[config.mk]
export PLATFORM = sky130hd
export DESIGN_NAME = shift_unit
export DESIGN_NICKNAME = d
export VERILOG_FILES = /design/src/hdl/shift_state_pkg.sv /design/src/hdl/shift_types_pkg.sv /design/src/hdl/overflow_track.sv /design/src/hdl/shift_ctrl.sv /design/src/hdl/shift_reg.sv /design/src/hdl/shift_unit.sv
export SDC_FILE = /design/constraint.sdc
export NUM_CORES = 1
export LEC_CHECK = 0
export BUFFER_PORTS_ARGS = -buffer_cell sky130_fd_sc_hd__buf_4
export CELL_PAD_IN_SITES_DETAIL_PLACEMENT = 1
export CELL_PAD_IN_SITES_GLOBAL_PLACEMENT = 2
export CORE_UTILIZATION = 28
export DETAILED_ROUTE_END_ITERATION = 8
export PLACE_DENSITY = 0.85
export SETUP_SLACK_MARGIN = 0.1
export SLEW_MARGIN = 25
export SYNTH_ARGS = -nofsm -noshare
export SYNTH_HDL_FRONTEND = slang
export SYNTH_SLANG_ARGS = --single-unit
[constraint.sdc]
create_clock -name clk -period 2 [get_ports clk]
set_input_delay 0.3 -clock clk [delete_from_list [all_inputs] [get_ports clk]]
set_output_delay 0.3 -clock clk [all_outputs]
set_load 0.02 [all_outputs]
[src/hdl/shift_state_pkg.sv]
// sequencer state package: state encoding of the shift unit controller.
package shift_state_pkg;

   // idle follows the inputs, run moves one bit per cycle,
   // finish holds the result while ready stays high.
   typedef enum logic [1:0] {
      IDLE   = 2'b00,
      RUN    = 2'b01,
      FINISH = 2'b10
   } seq_state_e;

endpackage

[src/hdl/shift_types_pkg.sv]
// shift types package: operand width and the two views of the shift-amount word.
package shift_types_pkg;

   // operand and amount widths.
   localparam int DATA_W = 32;
   localparam int AMT_W  = 6;

   // one 32-bit operand word.
   typedef logic [DATA_W-1:0] data_t;

   // direction and magnitude fields of the amount word.
   // neg set means an arithmetic right shift.
   typedef struct packed {
      logic             neg;
      logic [AMT_W-2:0] mag;
   } shift_fields_t;

   // the amount word is read two ways.
   // the signed view loads the step counter, which then walks toward zero.
   // the fields view gives the direction bit directly.
   typedef union packed {
      logic signed [AMT_W-1:0] steps;
      shift_fields_t           fields;
   } shift_amt_u;

endpackage

[src/hdl/overflow_track.sv]
// overflow tracker: last shifted-out bit and sticky 16-bit and 32-bit sign-change flags.
module overflow_track
   import shift_types_pkg::*;
(
   input  logic  clk,
   input  logic  reset,
   input  logic  load,
   input  logic  step_left,
   input  logic  step_right,
   input  data_t value,
   output logic  last_bit,
   output logic  sign_change16,
   output logic  sign_change32
);

   logic sign_diff16;
   logic sign_diff32;

   // a left step loses the sign when the top two bits of a field disagree.
   assign sign_diff16 = value[15] ^ value[14];
   assign sign_diff32 = value[DATA_W-1] ^ value[DATA_W-2];

   always_ff @(posedge clk)
   begin
      if (reset)
      begin
         last_bit      <= 1'b0;
         sign_change16 <= 1'b0;
         sign_change32 <= 1'b0;
      end
      else if (load)
      begin
         last_bit      <= 1'b0;
         sign_change16 <= 1'b0;
         sign_change32 <= 1'b0;
      end
      else if (step_left)
      begin
         last_bit <= value[DATA_W-1];
         // sticky until the next load.
         sign_change16 <= sign_change16 | sign_diff16;
         sign_change32 <= sign_change32 | sign_diff32;
      end
      else if (step_right)
      begin
         // right steps keep the sign, so the flags are left alone.
         last_bit <= value[0];
      end
   end

endmodule

[src/hdl/shift_ctrl.sv]
// shift controller: sequencer and step counter that issue load and shift strobes.
module shift_ctrl
   import shift_types_pkg::*;
   import shift_state_pkg::*;
(
   input  logic       clk,
   input  logic       reset,
   input  logic       ready,
   input  shift_amt_u amount,
   output logic       load,
   output logic       step_left,
   output logic       step_right,
   output logic       done
);

   seq_state_e              state;
   seq_state_e              state_next;
   logic signed [AMT_W-1:0] count;
   logic                    dir_neg;
   logic                    amt_zero;
   logic                    last_step;

   // a zero amount has no direction bit and no magnitude.
   // note that -32 has a zero magnitude but the direction bit set.
   assign amt_zero = (amount.fields.mag == '0) && !amount.fields.neg;

   // the step taken with the counter at plus or minus one is the final one.
   assign last_step = dir_neg ? (count == -6'sd1) : (count == 6'sd1);

   // strobes are decoded from the state, so they are mutually exclusive.
   assign load       = (state == IDLE);
   assign step_left  = (state == RUN) && !dir_neg;
   assign step_right = (state == RUN) && dir_neg;
   assign done       = (state == FINISH);

   always_comb
   begin
      state_next = state;
      case (state)
         IDLE:
         begin
            if (ready)
            begin
               state_next = amt_zero ? FINISH : RUN;
            end
         end
         RUN:
         begin
            if (last_step)
            begin
               state_next = FINISH;
            end
         end
         FINISH:
         begin
            // hold the result until the requester lets go of ready.
            if (!ready)
            begin
               state_next = IDLE;
            end
         end
         default:
         begin
            state_next = IDLE;
         end
      endcase
   end

   always_ff @(posedge clk)
   begin
      if (reset)
      begin
         state <= IDLE;
      end
      else
      begin
         state <= state_next;
      end
   end

   // counter and direction follow the amount while idle,
   // so the values in place at the starting edge are the ones used.
   always_ff @(posedge clk)
   begin
      if (reset)
      begin
         count   <= '0;
         dir_neg <= 1'b0;
      end
      else if (state == IDLE)
      begin
         count   <= amount.steps;
         dir_neg <= amount.fields.neg;
      end
      else if (state == RUN)
      begin
         // one unit toward zero per step.
         count <= dir_neg ? count + 6'sd1 : count - 6'sd1;
      end
   end

endmodule

[src/hdl/shift_reg.sv]
// shift register: 32-bit operand that loads, shifts left, or shifts right with sign fill.
module shift_reg
   import shift_types_pkg::*;
(
   input  logic  clk,
   input  logic  reset,
   input  logic  load,
   input  logic  step_left,
   input  logic  step_right,
   input  data_t operand,
   output data_t value
);

   data_t value_next;

   always_comb
   begin
      value_next = value;
      if (load)
      begin
         value_next = operand;
      end
      else if (step_left)
      begin
         // zero enters at the bottom.
         value_next = {value[DATA_W-2:0], 1'b0};
      end
      else if (step_right)
      begin
         // sign comes from the register itself, not from the operand input.
         value_next = {value[DATA_W-1], value[DATA_W-1:1]};
      end
   end

   // the result output reads zero after reset.
   always_ff @(posedge clk)
   begin
      if (reset)
      begin
         value <= '0;
      end
      else
      begin
         value <= value_next;
      end
   end

endmodule

[src/hdl/shift_unit.sv]
// shift unit top: serial arithmetic shifter built from controller, register and flag tracker.
module shift_unit
   import shift_types_pkg::*;
(
   input  logic       clk,
   input  logic       reset,
   input  logic       ready,
   input  data_t      operand,
   input  shift_amt_u amount,
   output data_t      result,
   output logic       done,
   output logic       last_bit,
   output logic       sign_change16,
   output logic       sign_change32
);

   // strobes from the controller to both datapath blocks.
   logic load;
   logic step_left;
   logic step_right;

   shift_ctrl u_shift_ctrl (
      .clk        (clk),
      .reset      (reset),
      .ready      (ready),
      .amount     (amount),
      .load       (load),
      .step_left  (step_left),
      .step_right (step_right),
      .done       (done)
   );

   // the register value is the result and also feeds the flag tracker.
   shift_reg u_shift_reg (
      .clk        (clk),
      .reset      (reset),
      .load       (load),
      .step_left  (step_left),
      .step_right (step_right),
      .operand    (operand),
      .value      (result)
   );

   overflow_track u_overflow_track (
      .clk           (clk),
      .reset         (reset),
      .load          (load),
      .step_left     (step_left),
      .step_right    (step_right),
      .value         (result),
      .last_bit      (last_bit),
      .sign_change16 (sign_change16),
      .sign_change32 (sign_change32)
   );

endmodule

# Word level (Yosys, flattened, before mapping)
# Index checks and enable logic that the tools add are counted.
word_totals:
  register_bits: 44
  out_inout_bits: 36
classes:
  addsub: 2
  eq_ne: 7
  n_mux: 14
  bitwise: 4
  n_reduce_logical: 13
op_table:
  columns: ["op", "count"]
  rows:
  - ["$mux 32", 2]
  - ["$mux 31", 1]
  - ["$mux 6", 3]
  - ["$mux 2", 4]
  - ["$add 6x2->6 const B", 1]
  - ["$eq 6x1->1 const B", 1]
  - ["$eq 6x2->1 const B", 1]
  - ["$pmux 2 s3", 1]
  - ["$reduce_bool 2->1", 3]
  - ["$sub 6x2->6 const B", 1]
  - ["$logic_not 5->1", 1]
  - ["$ne 2x2->1 const B", 2]
  - ["$logic_and 1x1->1", 3]
  - ["$mux 1", 3]
  - ["$reduce_and 3->1", 1]
  - ["$reduce_bool 3->1", 1]
  - ["$eq 2x1->1 const B", 1]
  - ["$eq 2x2->1 const B", 1]
  - ["$logic_not 1->1", 2]
  - ["$logic_not 2->1", 1]
  - ["$ne 2x1->1 const B", 1]
  - ["$or 1x1->1", 2]
  - ["$reduce_or 2->1", 1]
  - ["$xor 1x1->1", 2]

# Longest topological paths before layout
# Gate-level depths: netlist of the first run.
logic_depth:
  depth_word: 5
  depth_mapped: 7

# Cells and area by module
# Synthesis of the first run repeated with hierarchy kept, for this count alone.
hier_totals:
  hier_cells: 269
  hier_area_um2: 2407.3
by_module_without_submodules:
  columns: ["module", "instances", "cells_each", "area_each_um2"]
  rows:
  - ["shift_reg", 1, 182, 1672.9]
  - ["shift_ctrl", 1, 75, 598.1]
  - ["overflow_track", 1, 12, 136.4]

# Worst setup path before layout of the first run
# Ideal clock, no wire load.
synth_timing:
  path_type: "register to register"
  startpoint: "register u_shift_ctrl.count[0]"
  endpoint: "register u_shift_ctrl.count[5]"
  t_arrival_ns: 1.437
  t_required_ns: 1.878
  setup_slack_ns: 0.441
  stages_incl_launch_ff: 5
  n_path_buf: 0
  path_cell_list: "dfxtp_1 -> or4_4 -> a22oi_2 -> nor3_1 -> a311o_1"
synth_via:
  elab_chain_cells: 4
  elab_cells_between_ends: 5
synth_rtl:
  columns: ["item", "line_no", "rtl"]
  rows:
  - ["from (decl)", "shift_ctrl.sv:18", "logic signed [AMT_W-1:0] count;"]
  - ["from (signal assigned)", "shift_ctrl.sv:92", "count <= amount.steps;"]
  - ["from (signal assigned)", "shift_ctrl.sv:98", "count <= dir_neg ? count + 6'sd1 : count - 6'sd1;"]
  - ["$sub 6x2->6 or $add 6x2->6 (tied branches)", "shift_ctrl.sv:98", null]
  - ["$mux 6 (*)", "shift_ctrl.sv:98", null]
  - ["$mux 6 (*)", "shift_ctrl.sv:95", "else if (state == RUN)"]
  - ["$mux 6 (*)", "shift_ctrl.sv:90", "else if (state == IDLE)"]
# Mark *: on every way between the ends. The rest lies on a longest branch, timed or not. The select of a mux whose other input is x is not followed.
# A chain may end at the register's enable or synchronous reset.

# Worst setup path in the final report of the first run
layout_timing:
  startpoint: "register u_shift_ctrl.state[1]"
  endpoint: "output port done"
layout_via:
  elab_chain_cells: 1
layout_rtl:
  columns: ["item", "line_no", "rtl"]
  rows:
  - ["from (decl)", "shift_ctrl.sv:16", "seq_state_e state;"]
  - ["from (signal assigned)", "shift_ctrl.sv:77", "state <= state_next;"]
  - ["$eq 2x2->1", "shift_ctrl.sv:34", "assign done = (state == FINISH);"]
  - ["to (decl)", "shift_unit.sv:11", "output logic done,"]
# Every way passes these cells.

==> impl_metrics.tcl, run 1 <==
set metrics [dict create \
    status "finished clean" \
    critical_path.max_stage_delay_ns 0.40 \
    fin_util_pct 37.9 \
    n_antenna_cell 0 \
    worst_pin_slew_ns 0.528 \
    drt-total-wl_um 7320 \
    cts_tree "yes" \
    synth-seq-cells 44 \
    synth.distinct_cells 39 \
    seqCellArea_um2 885 \
    worst_ep_arrival_time_ns 1.38 \
    fin_crit_sh_pct 84.1 \
    yosysTopAreaCellShare_pct 36.5 \
    ir_drop_mv 0.277 \
    clock_latency_ns 0.30 \
    hold_class "input port to register" \
    dr.first_iter.drc_count 64 \
    cts_sinks 44 \
    maxCapViolCount 0 \
    clock_path_buffers 2 \
    firstDrtPassIters 4 \
    crit_type "register to output port" \
    grt.overflow.total 0 \
    die_w_um 94.9 \
    cts_resized 0 \
    fin_crit_ns 1.68 \
    tns_ns 0 \
    rsz0062_at_grt "no" \
    hold_viol 0 \
    fill_cells 1017 \
    gp_congestion 0.820 \
    ant_nets 0 \
    htreeDepth 2 \
    initial_core_util_pct 29.1 \
    syn_nets 344 \
    cts-hold-fix-buffers 0 \
    worst_setup_path_end_kind "output port" \
    syn2layout_area_growth_pct 30.3 \
    crit_chain "buf_4, inv_1, nor2_1, buf_4" \
    synth_warnings 0 \
    dp_hpwl_um 5080 \
    drive_gt1_share_pct 26.6 \
    grt_max_degree 48 \
    yosysMostFrequentCell "nor2_1" \
    synth_edf_count 0 \
    netlist_instances 300 \
    p_per_area_nw_per_um2 851 \
    first_global_vias 2337 \
    cp.required_ns 1.70 \
    fmax_ghz 0.595 \
    slew_viol_final 0 \
    dieArea_um2 9000 \
    synthFlopType "dfxtp_1" \
    power_leakage_nw 1.29 \
    avgSynthCellArea_um2 8.05 \
    clkTransAtPathRegs_ns 0.08 \
    setup_violations 0 \
    drc 0 \
    synthArstFlopShare_pct 0 \
    grt_pass1_wl_um 11800 \
    layout_setup_ws_ns 0.319 \
    antenna_found_initial 0 \
    relSlewSlack_pct 64.7 \
    yosysTopAreaCell "dfxtp_1" \
    cp_max_fo 23 \
    finClkSkew_ns 0.00737 \
    rows 33 \
    slowest_stage "dfxtp_2" \
    yosys-top-cells-area "dfxtp_1, mux2i_1, a211oi_1" \
    vias 2435 \
    cts_root_buf "clkbuf_8" \
    multi_input_area_um2 1390 \
    io_buffers 76 \
    num_io_pins 77 \
    design.core.area_um2 8300 \
    track_usage_pct 16.7 \
    cpMostUsedCell "buf_4" \
    worst_setup_path_start_kind "register" \
    place_ws_ns 0.356 \
    die_h_um 94.9 \
    cts_buffers 5 \
    post_cts_buffers 0 \
    synth_common_cells "nor2_1, dfxtp_1, a21oi_1, a211oi_1, mux2i_1" \
    whs_ns 0.267 \
    avgRoutedWirePerCell_um 15.6 \
    netlist_area_um2 2410 \
    nets 408 \
    yosysSeqAreaShare_pct 36.5 \
    via_per_inst 5.18 \
]
-- cell usage in the layout, fill, tap and decap left out, drive strengths merged --
master / netlist / routed
or4: 1 / 1
nor2: 69 / 69
nor3b: 2 / 2
nand2: 6 / 6
clkinv: 0 / 1
buf: 8 / 83
or3: 1 / 1
a211oi: 35 / 35
nor2b: 2 / 2
mux2: 1 / 1
ha: 3 / 3
a21boi: 1 / 1
and3: 1 / 1
a32o: 1 / 1
nor4: 2 / 2
and2: 1 / 1
clkbuf: 18 / 7
a31oi: 1 / 1
o21ai: 4 / 4
mux2i: 32 / 32
or4b: 1 / 1
a311o: 1 / 1
xor2: 2 / 2
dfxtp: 44 / 44
a21oi: 39 / 39
a31o: 1 / 1
nand3: 3 / 3
xnor2: 1 / 1
inv: 5 / 5
nor3: 4 / 4
nand2b: 1 / 1
a221oi: 1 / 1
nand4: 2 / 2
o22ai: 1 / 1
a22oi: 5 / 5
-- layout make-up --
cell class                      instances  area share (%)
Timing Repair Buffer                   83            20.2
Multi-Input combinational cell        225            44.2
Clock inverter                          1           0.278
Tap cell                              105            4.18
Inverter                                5           0.597
Sequential cell                        44            28.1
Clock buffer                            7            2.43
-- report_power, final --
part / internal (W) / leakage [nW] / switching (W)
sequential: 0.000991 / 0.366 / 0.000155
clock: 0.000250 / 0.0424 / 0.000331
combinational: 0.000436 / 0.882 / 0.000515
total: 0.00168 / 1.29 / 0.00100
-- sequential cells by signal, summed over array words and instances, names as in the netlist --
| register | cells |
|---|---|
| u_overflow_track.sign_change16 | 1 |
| u_overflow_track.last_bit | 1 |
| u_shift_ctrl.dir_neg | 1 |
| u_shift_ctrl.state | 2 |
| u_overflow_track.sign_change32 | 1 |
| u_shift_reg.value | 32 |
| u_shift_ctrl.count | 6 |
-- per-layer routing --
| metal | routed length (µm) | up-vias | part of all wire [%] | GRT usage (%) |
|---|---|---|---|---|
| li1 | - | 1204 | - | - |
| met1 | 3400 | 1171 | 46 | 21.6 |
| met5 | 0 | - | 0 | 0 |
| met4 | 110 | 0 | 1.5 | 5.30 |
| met3 | 292 | 9 | 4.0 | 3.22 |
| met2 | 3520 | 51 | 48 | 27.8 |
-- logic make-up after synthesis --
group | Yosys count | share of synthesized area [%]
XOR/XNOR | 3 | 1.09
AO/OA/AOI/OAI | 90 | 23.9
buffers and inverters | 31 | 5.96
AND/OR/NAND/NOR | 96 | 17.3
flip-flops | 44 | 36.5
multiplexers | 33 | 13.7
adder cells (fa/ha/maj) | 3 | 1.55
-- final timing paths --
kind,slack [ns],from,end,cells past startpoint
min reg2reg,0.53,u_overflow_track.sign_change16$_SDFFE_PP0P_,u_overflow_track.sign_change16$_SDFFE_PP0P_,2
min,0.27,operand[31],u_shift_reg.value[31]$_SDFFE_PP0P_,3
max,0.32,u_shift_ctrl.state[1]$_SDFFE_PP0P_,done,4
max reg2reg,0.32,u_shift_ctrl.dir_neg$_SDFFE_PP0P_,u_shift_reg.value[31]$_SDFFE_PP0P_,5
-- worst max-delay path: cells and delay by family (launching register included) --
family / cells / cell delay [ns]
buffers and inverters: 3 / 0.57
DFF: 1 / 0.40
and+or+nand+nor: 1 / 0.10
-- stage by stage --
stage	power, W	instances	area, µm²
detailed placement	0.00212	462	3060
global route	0.00285	470	3150
finish	0.00268	470	3150
floorplan	0.00176	300	2410
CTS	0.00270	470	3150
global placement	0.00209	462	3060
Note: power is estimated with default switching activity, not from simulation.
==> inputs of run 2 (changes only) <==
ABC_AREA = 1   (was not set)
CORE_UTILIZATION = 23   (was 28)
PLACE_DENSITY = 0.81   (was 0.85)
clock period = 1.47 ns   (was 2 ns; I/O delays follow)
==> impl_metrics.tcl, run 2 <==
set metrics [dict create \
    worst_ep_arrival_time_ns 1.08 \
    grt.overflow.total 0 \
    power_w 0.00355 \
    cts_buffers 5 \
    route.met3.wl_um 257 \
    rsz0062_at_grt "no" \
    layout_setup_ws_ns 0.171 \
    clkTransAtPathRegs_ns 0.09 \
    reg2reg_slack_ns 0.22 \
    rows 36 \
    pwr-share-comb_pct 29.9 \
    fin_util_pct 32.5 \
    finClkSkew_ns 0.00858 \
    drive_gt1_share_pct 26.0 \
    clock_path_buffers 2 \
    synth.distinct_cells 24 \
    grt_max_degree 33 \
    avgSynthCellArea_um2 6.74 \
    reg_top3 "u_shift_reg.value: 32 flops, u_shift_ctrl.count: 6 flops, u_shift_ctrl.state: 2 flops" \
    io_buffers 76 \
    crit_start "u_shift_ctrl.state[1]$_SDFFE_PP0P_" \
    yosys-top-cells-area "dfxtp_1, nand2_1, a31oi_1" \
    yosysMostFrequentCell "nand2_1" \
    fin_crit_ns 1.30 \
    clock_latency_ns 0.30 \
    die_w_um 102 \
    n_antenna_cell 0 \
    maxCapViolCount 0 \
    first_global_vias 2575 \
    highest_layer "met4" \
    relSlewSlack_pct 79.6 \
    yosysSeqAreaShare_pct 38.2 \
    nets 458 \
    ir_drop_mv 0.458 \
    cp_max_fo 6 \
    dieArea_um2 10400 \
    gp_congestion 0.821 \
    syn2layout_area_growth_pct 37.5 \
    final_common_cell "nand2_1" \
    synth_warnings 0 \
    dr.first_iter.drc_count 77 \
    ant_nets 0 \
    die_h_um 102 \
    avgRoutedWirePerCell_um 14.3 \
    stdcell_count 548 \
    design.core.area_um2 9730 \
    initial_core_util_pct 23.7 \
    yosysTopAreaCellShare_pct 38.2 \
    syn_nets 386 \
    cts_root_buf "clkbuf_8" \
    layout_common_cells "nand2_1, buf_4, dfxtp_1" \
    fmax_ghz 0.770 \
    power.switching_w 0.00123 \
    drt-total-wl_um 7830 \
    vias 2602 \
    worstReg2RegEnd "u_shift_ctrl.count[5]$_SDFFE_PP0P_" \
    synth-seq-cells 44 \
    post_cts_buffers 0 \
    clkPwrFrac_pct 28.5 \
    hold_viol 0 \
    cts-hold-fix-buffers 0 \
    synthArstFlopShare_pct 0 \
    timing.rr.start "u_shift_ctrl.dir_neg$_SDFFE_PP0P_" \
    synth_edf_count 0 \
    drc 0 \
    p_sw_share_pct 34.7 \
    largest_register "u_shift_reg.value" \
    largest_register_ffs 32 \
    antenna_found_initial 0 \
    ff2ff_path_depth 8 \
    cts_resized 2 \
    setup_violations 0 \
    via_per_inst 4.75 \
    place_ws_ns 0.0678 \
    worst_pin_slew_ns 0.306 \
    synthFlopType "dfxtp_1" \
    route.met2.wl_um 3740 \
    p_int_w 0.00232 \
    fin_crit_sh_pct 88.4 \
    grt_pass1_wl_um 12900 \
    track_usage_pct 15.9 \
    dp_hpwl_um 5870 \
    tns_ns 0 \
    cts_sinks 44 \
    p_seq_share_pct 41.6 \
    power_leakage_nw 1.40 \
    endpoint "done" \
    wl_met1_um 3750 \
    p_per_area_nw_per_um2 1120 \
    status "finished clean" \
    netlist_instances 342 \
    yosysTopAreaCell "dfxtp_1" \
    firstDrtPassIters 4 \
    dp.cells 540 \
    worst_setup_path_start_kind "register" \
    cts_tree "yes" \
    htreeDepth 2 \
    worst_setup_path_end_kind "output port" \
    cp.required_ns 1.25 \
    num_io_pins 77 \
    netlist_area_um2 2300 \
    crit_type "register to output port" \
    hold_class "input port to register" \
    synth_common_cells "nand2_1, dfxtp_1, a31oi_1, a21oi_1, inv_1" \
    slew_viol_final 0 \
]
==> run 2: kinds of logic (layout without fill, tap and decap cells) <==
logic type / Yosys count / after routing / share of synthesized area (%)
xor+xnor: 1 / 1 / 0.380
fa+ha+maj: 3 / 3 / 1.63
flops: 44 / 44 / 38.2
buf+inv: 52 / 125 / 9.94
compound gates: 104 / 104 / 25.9
simple gates: 138 / 138 / 24.0
==> run 2: how the worst min path moves through the flow <==
stage	from	endpoint	slack, ns	cells past startpoint
after CTS	operand[12]	u_shift_reg.value[12]$_SDFFE_PP0P_	0.18	3
final	ready	u_shift_ctrl.state[1]$_SDFFE_PP0P_	0.19	3
after global routing	operand[16]	u_shift_reg.value[16]$_SDFFE_PP0P_	0.19	3
after global placement	u_overflow_track.sign_change16$_SDFFE_PP0P_	u_overflow_track.sign_change16$_SDFFE_PP0P_	0.45	2
after floorplan	amount[5]	u_shift_ctrl.dir_neg$_SDFFE_PP0P_	0.36	2
after detailed placement	u_overflow_track.sign_change32$_SDFFE_PP0P_	u_overflow_track.sign_change32$_SDFFE_PP0P_	0.46	2
==> run 2: routing by layer <==
metal / vias to the layer above / GRT usage (%)
li1: 1298 / -
met1: 1250 / 21.7
met2: 48 / 26.1
met3: 6 / 2.53
met4: 0 / 3.96
met5: - / 0
==> run 2: metrics by stage <==
stage	hold WS, ns	cell area [µm²]
2_1_floorplan	0.359	2300
3_3_place_gp	0.447	3020
3_5_place_dp	0.459	3020
4_1_cts	0.182	3150
5_1_grt	0.192	3170
6_report	0.187	3170
==> run 2: critical path, stage by stage, from the launching register on <==
cell and delay [ns]:
dfxtp_2 0.38, inv_2 0.09, nor2_2 0.14, buf_4 0.17
==> run 2: area by class of cell <==
class                      instances  area, µm²
tap                              133        166
fill                            1270       6560
timing repair buffer              87        669
inverter                          30        116
multi-input combinational        246       1210
clock buffer                       6       82.6
sequential                        44        887
clock inverter                     2       38.8
==> run 2: power by group through the flow <==
stage / registers, W / logic (W) / clock network (W)
after floorplan: 0.00157 / 0.000535 / 0
after global placement: 0.00150 / 0.00105 / 0
after CTS: 0.00147 / 0.00107 / 0.00104
after global routing: 0.00150 / 0.00118 / 0.00110
final: 0.00148 / 0.00106 / 0.00101
after detailed placement: 0.00150 / 0.00106 / 0
==> inputs of run 3 (changes only) <==
CELL_PAD_IN_SITES_DETAIL_PLACEMENT = not set   (was 1)
CELL_PAD_IN_SITES_GLOBAL_PLACEMENT = not set   (was 2)
CORE_UTILIZATION = 45   (was 23)
PLACE_DENSITY = 0.82   (was 0.81)
==> impl_metrics.tcl, run 3 (same netlist as run 2, synthesis figures left out) <==
set metrics [dict create \
    reg2reg_slack_ns 0.21 \
    worst_pin_slew_ns 0.331 \
    cp_max_fo 5 \
    die_h_um 73.5 \
    place_ws_ns 0.157 \
    vias 2569 \
    grt.overflow.total 0 \
    status "finished clean" \
    fin_crit_sh_pct 90.4 \
    drt-total-wl_um 6310 \
    fmax_ghz 0.752 \
    initial_core_util_pct 47.8 \
    via_per_inst 5.34 \
    power_w 0.00323 \
    drive_gt1_share_pct 24.6 \
    tns_ns 0 \
    slew_viol_final 0 \
    grt_max_degree 33 \
    p_int_w 0.00207 \
    finClkSkew_ns 0.00914 \
    crit_type "register to output port" \
    drc 0 \
    dp_hpwl_um 4550 \
    ir_drop_mv 0.728 \
    reg_top3 "u_shift_reg.value: 32 flops, u_shift_ctrl.count: 6 flops, u_shift_ctrl.state: 2 flops" \
    grt_pass1_wl_um 10300 \
    hold_viol 0 \
    p_per_area_nw_per_um2 1070 \
    antenna_found_initial 0 \
    syn2layout_area_growth_pct 31.0 \
    first_global_vias 2232 \
    layout_setup_ws_ns 0.141 \
    rows 25 \
    avgRoutedWirePerCell_um 13.1 \
    cts_sinks 44 \
    dr.first_iter.drc_count 272 \
    rsz0062_at_grt "yes" \
    cp.required_ns 1.25 \
    clock_path_buffers 2 \
    worst_setup_path_end_kind "output port" \
    hold_class "input port to register" \
    n_antenna_cell 0 \
    worst_ep_arrival_time_ns 1.11 \
    nets 457 \
    layout_common_cells "nand2_1, buf_4, dfxtp_1" \
    pwr-share-comb_pct 31.1 \
    largest_register_ffs 32 \
    htreeDepth 2 \
    num_io_pins 77 \
    maxCapViolCount 0 \
    die_w_um 73.5 \
    largest_register "u_shift_reg.value" \
    cts_buffers 5 \
    clkPwrFrac_pct 23.6 \
    whs_ns 0.192 \
    p_seq_share_pct 45.3 \
    firstDrtPassIters 4 \
    track_usage_pct 24.3 \
    fin_crit_ns 1.33 \
    cts_tree "yes" \
    dieArea_um2 5410 \
    cts_root_buf "clkbuf_8" \
    power.switching_w 0.00116 \
    p_sw_share_pct 36.0 \
    ant_nets 0 \
    clkTransAtPathRegs_ns 0.08 \
    relSlewSlack_pct 77.9 \
    clock_latency_ns 0.30 \
    worst_setup_path_start_kind "register" \
    design.core.area_um2 4820 \
    gp_congestion 0.871 \
    io_buffers 76 \
    setup_violations 0 \
    final_common_cell "nand2_1" \
    power_leakage_nw 1.37 \
]
-- run 3: changes by cell type in the layout (fill, tap and decap cells not counted), sizes merged --
cell,before,now
buf,87,86
bufinv,1,0
clkbuf,6,5
clkinv,2,3
inv,29,30
-- run 3: timing repair --
item | CTS | global route
hold buffers | 0 | 0
pin swaps | 0 | 0
setup endpoints to repair | 1 | 28
setup buffers | 1 | 0
gates resized for setup | 2 | 5
-- run 3: path summary, 6_finish.rpt --
kind	from	depth (start not counted)	end
setup / recovery	u_shift_ctrl.state[1]$_SDFFE_PP0P_	4	done
hold / removal	ready	3	u_shift_ctrl.state[1]$_SDFFE_PP0P_
setup reg to reg	u_shift_ctrl.state[0]$_SDFFE_PP0P_	5	u_shift_reg.value[29]$_SDFFE_PP0P_
hold reg to reg	u_overflow_track.sign_change32$_SDFFE_PP0P_	2	u_overflow_track.sign_change32$_SDFFE_PP0P_
-- run 3: critical path, cell delays in order, from the launching register on --
cell     delay [ns]
dfxtp_2        0.34
inv_1          0.06
buf_4          0.15
nor2_2         0.11
buf_4          0.15
-- run 3: layout make-up --
cell class | count | area [µm²]
fill | 458 | 1800
clock buffer | 5 | 68.8
sequential | 44 | 885
inverter | 30 | 115
multi-input combinational | 246 | 1200
timing repair buffer | 86 | 649
tap | 67 | 83.8
clock inverter | 3 | 18.8
-- run 3: metrics by stage --
stage | cells | utilization, % | instance area, µm²
final | 481 | 62.6 | 3020
after global routing | 481 | 62.6 | 3020
after CTS | 481 | 62.4 | 3010
after detailed placement | 472 | 60.4 | 2910
after global placement | 472 | 60.4 | 2910
after floorplan | 342 | - | 2300
-- run 3: power groups by stage --
stage          Combinational, W  Sequential [W]  Clock, W
5_1_grt                 0.00111         0.00148  0.000820
3_5_place_dp           0.000996         0.00148         0
4_1_cts                 0.00100         0.00146  0.000770
6_report                0.00100         0.00146  0.000764
2_1_floorplan          0.000535         0.00157         0
3_3_place_gp           0.000978         0.00148         0
-- run 3: per-layer routing --
layer  global-route usage [%]  routed length [µm]  vias up
met1                     32.9                2800     1166
li1                         -                   -     1296
met4                     6.62                  53        0
met3                     5.08                 452        4
met2                     39.1                3000      103
met5                        0                   0        -
